File: config.mk
export PLATFORM = sky130hd
export DESIGN_NAME = c4_button_edge
export DESIGN_NICKNAME = d
export VERILOG_FILES = /design/src/design/c4_button_edge.sv
export SDC_FILE = /design/constraint.sdc
export NUM_CORES = 1
export LEC_CHECK = 0
export ABC_AREA = 0
export BUFFER_PORTS_ARGS = -buffer_cell sky130_fd_sc_hd__buf_2
export CAP_MARGIN = 20
export CORE_AREA = 2 2 39 41
export DETAILED_ROUTE_END_ITERATION = 10
export DIE_AREA = 0 0 41 43
export HOLD_SLACK_MARGIN = 0.03
export PLACE_DENSITY = 0.39
export SLEW_MARGIN = 40
export SYNTH_ARGS = -nofsm -noshare
export SYNTH_HDL_FRONTEND = slang
export SYNTH_SLANG_ARGS = --single-unit
File: constraint.sdc
create_clock -name clk -period 0.8 [get_ports clk]
set_input_delay 0.08 -clock clk [delete_from_list [all_inputs] [get_ports clk]]
set_output_delay 0.08 -clock clk [all_outputs]
set_load 0.01 [all_outputs]
File: src/design/c4_button_edge.sv
`timescale 1ns/1ps
`default_nettype none

module c4_button_edge (
    input  logic clk,
    input  logic rst_n,
    input  logic move_left,
    input  logic move_right,
    input  logic drop_piece,
    output logic press_left,
    output logic press_right,
    output logic press_drop
);

    logic [2:0] left_sync;
    logic [2:0] right_sync;
    logic [2:0] drop_sync;

    logic left_fall;
    logic right_fall;

    // Buttons idle high, so the chains reset to ones
    always_ff @(posedge clk or negedge rst_n)
    begin
        if (!rst_n)
        begin
            left_sync  <= 3'b111;
            right_sync <= 3'b111;
            drop_sync  <= 3'b111;
        end
        else
        begin
            left_sync  <= {left_sync[1:0], move_left};
            right_sync <= {right_sync[1:0], move_right};
            drop_sync  <= {drop_sync[1:0], drop_piece};
        end
    end

    // A press is a high to low step of the synchronized level
    assign left_fall  = left_sync[2] & ~left_sync[1];
    assign right_fall = right_sync[2] & ~right_sync[1];
    assign press_drop = drop_sync[2] & ~drop_sync[1];

    // Left and right together cancel out
    assign press_left  = left_fall & ~right_fall;
    assign press_right = right_fall & ~left_fall;

endmodule

`default_nettype wire

======== Word-level counts from Yosys, hierarchy flattened ========
Index checks and enable logic that the tools add are counted.
storage, ports and cells
  register bits ........................... 9
cells by class
  bitwise operators ....................... 10
operator list
  operator           count
  1-bit bitwise AND  5
  1-bit NOT          5

======== Logic depth before layout (Yosys ltp) ========
Gate-level depths: netlist (run 1).
  word-level depth ........................ 4
  mapped depth ............................ 2

======== Worst setup path before layout (run 1) ========
OpenSTA, ideal clock, no wires.
  path kind ............................... reg2out
  start point ............................. register right_sync[2]
  end point ............................... output port press_right
  arrival ................................. 820 ps
  data required time ...................... 720 ps
  setup slack ............................. -100 ps
  stages on the path, launching flop included .. 3
  buffers on the path ..................... 0
  cell sequence ........................... dfstp_2 nor2b_4 a21boi_2
between the ends
  cells in the longest elaborated chain, start to end .. 2
RTL lines
  what                    line  source
  from (decl)             16    logic [2:0] right_sync;
  from (signal assigned)  34    right_sync <= {right_sync[1:0], move_right};
  1-bit bitwise AND       41    assign right_fall = right_sync[2] & ~right_sync[1];
  1-bit bitwise AND       46    assign press_right = right_fall & ~left_fall;
  to (decl)               11    output logic press_right,
Every way passes these cells.

======== Worst setup path after layout (run 1) ========
Ends and elaborated chain as after synthesis.

==> tab_implementation.tex, run 1 <==
\begin{tabular}{lr}
\hline
Metric & Value \\
\hline
\multicolumn{2}{l}{\textbf{Outcome}} \\
\quad Status & finished with violations \\
\quad Failing checks & negative setup slack \\
\multicolumn{2}{l}{\textbf{Timing}} \\
\quad Final period demand of the worst path & 1.275 ns \\
\quad Final Hold Viols & 0 \\
\quad Worst Skew & 0.0002412 ns \\
\quad Highest clock rate & $\sim$0.78 GHz \\
\quad Tightest Pin Transition & 0.1901 ns \\
\quad Setup violations, final & 3 \\
\quad Setup ws final & -0.4752 ns \\
\quad Final max-slew violation count & 0 \\
\quad Unrepaired setup endpoints after global routing & true \\
\quad Final cycle utilization of the critical path & 1.594 \\
\quad Worst-case headroom to the max-slew limit & 0.8733 \\
\quad Worst hold slack after final layout & 0.3553 ns \\
\multicolumn{2}{l}{\textbf{Floorplan}} \\
\quad I/O pins & 8 \\
\quad Core box area & 1384 um\^{}2 \\
\quad Die X & 41 um \\
\quad Vertical die dimension & 43 um \\
\quad Total die area & 1763 um\^{}2 \\
\quad Row count & 14 \\
\quad Initial cell density of the core & 0.2052 \\
\multicolumn{2}{l}{\textbf{Logic synthesis}} \\
\quad Post-synth ARST share & 1.000 \\
\quad Number of flip-flops and latches in the synthesized netlist & 9 \\
\quad Proportion of synthesized chip area in sequential cells & 0.8326 \\
\quad Post-synth EDFFs & 0 \\
\quad Biggest area contributors in the synthesized netlist & sky130\_fd\_sc\_hd\_\_dfstp\_2, sky130\_fd\_sc\_hd\_\_nor2b\_4, sky130\_fd\_sc\_hd\_\_nor3b\_2 \\
\quad Distinct cells, synth & 6 \\
\quad Library cell with the largest summed area after synthesis & sky130\_fd\_sc\_hd\_\_dfstp\_2 \\
\quad Total standard cell area after synthesis & about 280 um\^{}2 \\
\quad Post-synthesis net count & 19 \\
\quad Mapped Avg Cell Area & 20.29 um\^{}2 \\
\quad Leading cell type by number of instances after synthesis & sky130\_fd\_sc\_hd\_\_dfstp\_2 \\
\quad Synthesized instance count & 14 \\
\quad Yosys warning total & 0 \\
\quad Top-area cell type share of the netlist area & 0.8326 \\
\quad Synth Flop Type & sky130\_fd\_sc\_hd\_\_dfstp\_2 \\
\multicolumn{2}{l}{\textbf{Setup path}} \\
\quad Peak fanout along the critical path & 2 \\
\quad Number of buffers and inverters on the critical path & 1 \\
\quad Cell-by-cell listing of the critical path & nor2b\_4, a21boi\_4, buf\_6 \\
\quad Kind of critical path & reg2out \\
\quad Arr. time, crit path & 1.20 ns \\
\quad Top Family by Delay on Critical Path & flip-flops \\
\quad Worst setup SP type & flip-flop \\
\quad Data required time of the worst path & 0.72 ns \\
\quad Biggest cell delay along the critical path & 0.51 ns \\
\quad Kind of end point of the critical path & output port \\
\quad Worst-path cell with the longest stage delay & sky130\_fd\_sc\_hd\_\_dfstp\_2 \\
\multicolumn{2}{l}{\textbf{Route}} \\
\quad Routed wire length & 386 um \\
\quad Post-route ant nets & 0 \\
\quad \# DRC & 0 \\
\quad Via total after detailed routing & $\sim$160 \\
\quad Wire length per cell & about 8.4 um \\
\quad Initial DRC Count & 1 \\
\quad Via density & 3.413 \\
\quad Length of the first detailed-routing pass in iterations & 2 \\
\multicolumn{2}{l}{\textbf{Clock network}} \\
\quad TritonCTS clock tree & done \\
\quad Max Buffers Root-to-Sink & 2 \\
\quad Clock latency of the later-clocked register in the worst-skew pair & approximately 0.26 ns \\
\quad Maximum level of the CTS H-tree & 1 \\
\quad \# clock sinks & 9 \\
\quad Clk slew on worst S/H paths & 0.06 ns \\
\quad Num CTS Buffers & 3 \\
\quad Clock Root Buffer & sky130\_fd\_sc\_hd\_\_clkbuf\_4 \\
\multicolumn{2}{l}{\textbf{GRT}} \\
\quad Wire length of the first global-routing pass & 648 um \\
\quad Vias in the first global route & 173 \\
\quad Overall overflow remaining after global route & 0 \\
\quad Total routing resource utilization after global routing & 0.06116 \\
\quad Maximum number of pins on one net before global-route repair & 10 \\
\quad Initial antenna violation count & 0 \\
\multicolumn{2}{l}{\textbf{Finish}} \\
\quad Number of nets at the end of the flow & 36 \\
\quad Filler instances & 139 \\
\quad Diode count & 0 \\
\quad Summed area of non-filler cells in the final layout & 441.7 um\^{}2 \\
\quad Share of layout cells above drive strength 1 & 0.8333 \\
\quad Layout area overhead & 55.51\% \\
\multicolumn{2}{l}{\textbf{Job}} \\
\quad Max-cap check violation count & 0 \\
\multicolumn{2}{l}{\textbf{Power and ir drop}} \\
\quad Static power due to leakage & 0.1962 nW \\
\quad Total power & 920.1 uW \\
\quad VDD IR max & roughly 1000 uV \\
\quad Ratio of total power to cell area & about 2100 nW/um\^{}2 \\
\multicolumn{2}{l}{\textbf{Placement}} \\
\quad Instance area at placement & 354.1 um\^{}2 \\
\quad Port buffer count & 7 \\
\quad Final weighted congestion in routability-driven placement & 0.4976 \\
\multicolumn{2}{l}{\textbf{Worst hold path}} \\
\quad Hold crit path type & reg2reg \\
\hline
\end{tabular}
-- cell families after synthesis --
kind of cell,share of synthesized area
compound gates,0.03964
simple gates,0.1145
buf+inv,0.01320
flops,0.8326
-- registers in the layout, indices dropped and copies added, names as in the netlist --
register	flops
right_sync	3
drop_sync	3
left_sync	3
-- cell usage in the layout, fill, tap and decap left out --
| master | n |
|---|---|
| sky130_fd_sc_hd__nor2b_4 | 2 |
| sky130_fd_sc_hd__buf_4 | 1 |
| sky130_fd_sc_hd__dlygate4sd3_1 | 4 |
| sky130_fd_sc_hd__clkbuf_4 | 3 |
| sky130_fd_sc_hd__nor3b_2 | 1 |
| sky130_fd_sc_hd__buf_6 | 2 |
| sky130_fd_sc_hd__inv_1 | 1 |
| sky130_fd_sc_hd__buf_2 | 5 |
| sky130_fd_sc_hd__a21boi_4 | 1 |
| sky130_fd_sc_hd__dfstp_2 | 9 |
| sky130_fd_sc_hd__clkinv_2 | 1 |
-- stage by stage --
stage / utilization / TNS [ns] / worst slack, ns / cells
final: 0.3192 / -1.168 / -0.4752 / 46
after global routing: 0.3192 / -1.353 / -0.5369 / 46
after CTS: 0.3047 / -1.233 / -0.5070 / 46
after detailed placement: 0.2559 / -0.3714 / -0.2158 / 38
after global placement: 0.2559 / -0.3407 / -0.1950 / 38
after floorplan: - / -0.1796 / -0.09483 / 14
-- path summary, 6_finish.rpt --
path                                 end  cells past startpoint  slack [ns]     startpoint
max                          press_right                      3       -0.48  right_sync[2]
min                         drop_sync[1]                      0        0.36   drop_sync[0]
max reg2reg                 drop_sync[2]                      0        0.19   drop_sync[1]
min reg2reg                 drop_sync[1]                      0        0.36   drop_sync[0]
max in group asynchronous   drop_sync[2]                      2        0.35          rst_n
min in group asynchronous  right_sync[1]                      2        0.41          rst_n
-- power by group --
| part | internal (mW) | total (mW) | switching [mW] |
|---|---|---|---|
| logic | 0.0488 | 0.0753 | 0.0264 |
| registers | 0.497 | 0.511 | 0.0136 |
| clock network | 0.184 | 0.334 | 0.150 |
-- what timing repair did --
item | 4_1_cts | 5_1_grt
endpoints found under the hold margin | 12 | 0
resized for setup | 0 | 4
endpoints found under the setup margin | 3 | 3
pin swaps | 0 | 0
hold buffers | 4 | 0
buffers inserted | 0 | 0
-- metal layers --
layer	share of wire	global-route usage	routed length [um]
met5	0	0	0
met4	0	0.08000	0
met3	0.052	0.03141	20
met2	0.49	0.06875	189
met1	0.46	0.06757	176
-- cell type report --
type / instances / area (um^2) / area share
clock buffer: 3 / 22.52 / 0.05099
multi-input combinational: 4 / 58.81 / 0.1331
timing repair buffer: 12 / 95.09 / 0.2153
clock inverter: 1 / 5.005 / 0.01133
inverter: 1 / 3.754 / 0.008499
sequential: 9 / 236.5 / 0.5354
tap: 16 / 20.02 / 0.04533
Note: power is estimated with default switching activity, not from simulation.
==> inputs of run 2 (changes only) <==
--- a/config.mk
+++ b/config.mk
@@ -8,9 +8,9 @@
 export ABC_AREA = 0
 export BUFFER_PORTS_ARGS = -buffer_cell sky130_fd_sc_hd__buf_2
 export CAP_MARGIN = 20
-export CORE_AREA = 2 2 39 41
+export CORE_AREA = 10 10 47 49
 export DETAILED_ROUTE_END_ITERATION = 10
-export DIE_AREA = 0 0 41 43
+export DIE_AREA = 0 0 57 59
 export HOLD_SLACK_MARGIN = 0.03
 export PLACE_DENSITY = 0.39
 export SLEW_MARGIN = 40
==> run 2 against run 1 <==
The flow still finishes with violations (negative setup slack). Critical path depth unchanged. Sequential power about the same. Final cell count unchanged. Total power decreased by 0.44%. Die area increased by 91%. Count of clock-buffer cells in the layout increased by 1. Largest cell class unchanged. Via count increased by 3.2%. Register-to-register slack got worse by 0.07 ns.
==> tab_implementation.tex, run 2 (synthesis gave the netlist of run 1 again) <==
\begin{tabular}{lr}
\hline
Metric & Value \\
\hline
\multicolumn{2}{l}{\textbf{Outcome}} \\
\quad Status & finished with violations \\
\quad Failing checks & negative setup slack \\
\multicolumn{2}{l}{\textbf{Floorplan}} \\
\quad Total die area & 3363 um\^{}2 \\
\quad Vertical die dimension & 59 um \\
\quad Core box area & 1401 um\^{}2 \\
\quad I/O pins & 8 \\
\quad Die X & 57 um \\
\quad Row count & 14 \\
\quad Initial cell density of the core & 0.2027 \\
\multicolumn{2}{l}{\textbf{Worst hold path}} \\
\quad Min-Delay Path Depth & 0 \\
\quad Hold crit path type & reg2reg \\
\quad Worst Hold End & left\_sync[1] \\
\quad Origin of the worst min-delay path & left\_sync[0] \\
\multicolumn{2}{l}{\textbf{Setup path}} \\
\quad Worst-path cell with the longest stage delay & sky130\_fd\_sc\_hd\_\_dfstp\_2 \\
\quad Kind of critical path & reg2out \\
\quad Kind of end point of the critical path & output port \\
\quad Startpoint of the lowest-slack register-to-register path & left\_sync[1] \\
\quad Number of buffers and inverters on the critical path & 1 \\
\quad Worst setup SP type & flip-flop \\
\quad Arr. time, crit path & 1.20 ns \\
\quad Top Family by Delay on Critical Path & flip-flops \\
\quad Internal reg-to-reg setup slack & between 0.1 and 0.15 ns \\
\quad Cell-by-cell listing of the critical path & nor2b\_4, a21boi\_4, buf\_6 \\
\quad Cells on worst reg2reg path & 1 \\
\quad End of the worst register-to-register path & left\_sync[2] \\
\quad Data required time of the worst path & 0.72 ns \\
\quad Peak fanout along the critical path & 2 \\
\quad Biggest cell delay along the critical path & slightly above 0.5 ns \\
\multicolumn{2}{l}{\textbf{Clock network}} \\
\quad Clk slew on worst S/H paths & around 0.060 ns \\
\quad Clock Root Buffer & sky130\_fd\_sc\_hd\_\_clkbuf\_4 \\
\quad Maximum level of the CTS H-tree & 1 \\
\quad TritonCTS clock tree & done \\
\quad Max Buffers Root-to-Sink & 2 \\
\quad \# clock sinks & 9 \\
\quad Num CTS Buffers & 3 \\
\quad Clock latency of the later-clocked register in the worst-skew pair & 0.26 ns \\
\multicolumn{2}{l}{\textbf{Power and ir drop}} \\
\quad Ratio of total power to cell area & approximately 2100 nW/um\^{}2 \\
\quad Total power & 916.1 uW \\
\quad Static power due to leakage & 0.1871 nW \\
\quad VDD IR max & 865.5 uV \\
\multicolumn{2}{l}{\textbf{GRT}} \\
\quad Met1 Usage GRT & 0.03005 \\
\quad Overall overflow remaining after global route & 0 \\
\quad Global-route met2 utilization & 0.04651 \\
\quad Vias in the first global route & $\sim$210 \\
\quad Wire length of the first global-routing pass & 876 um \\
\quad Total routing resource utilization after global routing & 0.03689 \\
\quad Global route hottest layer & met4 \\
\quad Maximum number of pins on one net before global-route repair & 10 \\
\quad Initial antenna violation count & 0 \\
\quad Met3 GRT Util & 0.03219 \\
\multicolumn{2}{l}{\textbf{Finish}} \\
\quad Most frequent cells in the layout & sky130\_fd\_sc\_hd\_\_dfstp\_2, sky130\_fd\_sc\_hd\_\_buf\_2, sky130\_fd\_sc\_hd\_\_dlygate4sd3\_1 \\
\quad Commonest non-fill, non-tap cell in the layout & sky130\_fd\_sc\_hd\_\_dfstp\_2 \\
\quad Largest registers in the final layout & drop\_sync: 3 flops, left\_sync: 3 flops, right\_sync: 3 flops \\
\quad Filler instances & roughly 150 \\
\quad Layout area overhead & 50.22\% \\
\quad Share of layout cells above drive strength 1 & 0.7667 \\
\quad Number of nets at the end of the flow & 36 \\
\quad Diode count & 0 \\
\multicolumn{2}{l}{\textbf{Timing}} \\
\quad Highest clock rate & about 0.78 GHz \\
\quad Final max-slew violation count & 0 \\
\quad Final Hold Viols & 0 \\
\quad Final cycle utilization of the critical path & 1.605 \\
\quad Setup violations, final & 3 \\
\quad Tightest Pin Transition & 0.1881 ns \\
\quad Worst hold slack after final layout & about 0.35 ns \\
\quad Setup ws final & -0.4840 ns \\
\quad Unrepaired setup endpoints after global routing & true \\
\quad Final period demand of the worst path & 1.284 ns \\
\quad Worst-case headroom to the max-slew limit & 0.8746 \\
\quad Worst Skew & 0.003552 ns \\
\multicolumn{2}{l}{\textbf{Route}} \\
\quad Length of the first detailed-routing pass in iterations & 1 \\
\quad Via density & 3.522 \\
\quad Wire length per cell & 9.826 um \\
\quad Post-route ant nets & 0 \\
\quad Routed wire length & $\sim$450 um \\
\quad Initial DRC Count & 0 \\
\quad \# DRC & 0 \\
\quad Via total after detailed routing & approximately 160 \\
\multicolumn{2}{l}{\textbf{Placement}} \\
\quad Port buffer count & 7 \\
\quad Final weighted congestion in routability-driven placement & 0.5786 \\
\quad Total half-perimeter wirelength after legalization and detailed placement & 350.8 um \\
\multicolumn{2}{l}{\textbf{Job}} \\
\quad Max-cap check violation count & 0 \\
\hline
\end{tabular}
==> run 2: changes by cell type in the layout (fill, tap and decap cells not counted) <==
cell | previous run | this run
sky130_fd_sc_hd__buf_6 | 2 | 1
sky130_fd_sc_hd__buf_2 | 5 | 6
sky130_fd_sc_hd__clkbuf_1 | 0 | 1
sky130_fd_sc_hd__nor2b_1 | 0 | 1
sky130_fd_sc_hd__nor2b_4 | 2 | 1
sky130_fd_sc_hd__clkinv_2 | 1 | 0
==> run 2: final cells by class <==
type	instances	area, um^2	share of cell area
Multi-Input combinational cell	4	51.30	0.1202
Inverter	1	3.754	0.008798
Timing Repair Buffer	12	88.84	0.2082
Tap cell	16	20.02	0.04692
Clock buffer	4	26.28	0.06158
Sequential cell	9	236.5	0.5543
==> run 2: worst max path at each step <==
stage	from	end	slack, ns	depth (start not counted)
floorplan	right_sync[2]	press_right	-0.09	2
global placement	right_sync[2]	press_right	-0.20	3
detailed placement	right_sync[2]	press_right	-0.23	3
CTS	right_sync[2]	press_right	-0.50	3
global route	right_sync[2]	press_right	-0.55	3
finish	right_sync[2]	press_right	-0.48	3
==> run 2: where the power goes <==
group	switching, mW	leakage (nW)	internal [mW]	total [mW]
Sequential	0.0111	0.0946	0.497	0.508
Clock	0.146	0.0150	0.191	0.338
Combinational	0.0268	0.0774	0.0433	0.0701
Total	0.184	0.187	0.732	0.916
==> run 2: timing repair <==
action / 4_1_cts / 5_1_grt
hold endpoints to repair: 12 / 0
pin swaps: 0 / 0
hold buffers: 4 / 0
resized for setup: 1 / 0
buffers inserted: 0 / 0
setup endpoints to repair: 3 / 3
==> run 2: stage by stage <==
step / util / setup WS (ns) / cells / TNS, ns / area (um^2)
after floorplan: - / -0.09483 / 14 / -0.1796 / 291.5
after global placement: 0.2527 / -0.2028 / 38 / -0.3700 / 354.1
after detailed placement: 0.2527 / -0.2307 / 38 / -0.4189 / 354.1
after CTS: 0.3045 / -0.5046 / 46 / -1.257 / 426.7
after global routing: 0.3045 / -0.5487 / 46 / -1.393 / 426.7
final: 0.3045 / -0.4840 / 46 / -1.194 / 426.7
==> run 2: layer usage <==
layer / part of all wire / up-vias
li1: - / 75
met1: 0.37 / 74
met2: 0.43 / 10
met3: 0.15 / 3
met4: 0.049 / 0
met5: 0 / -
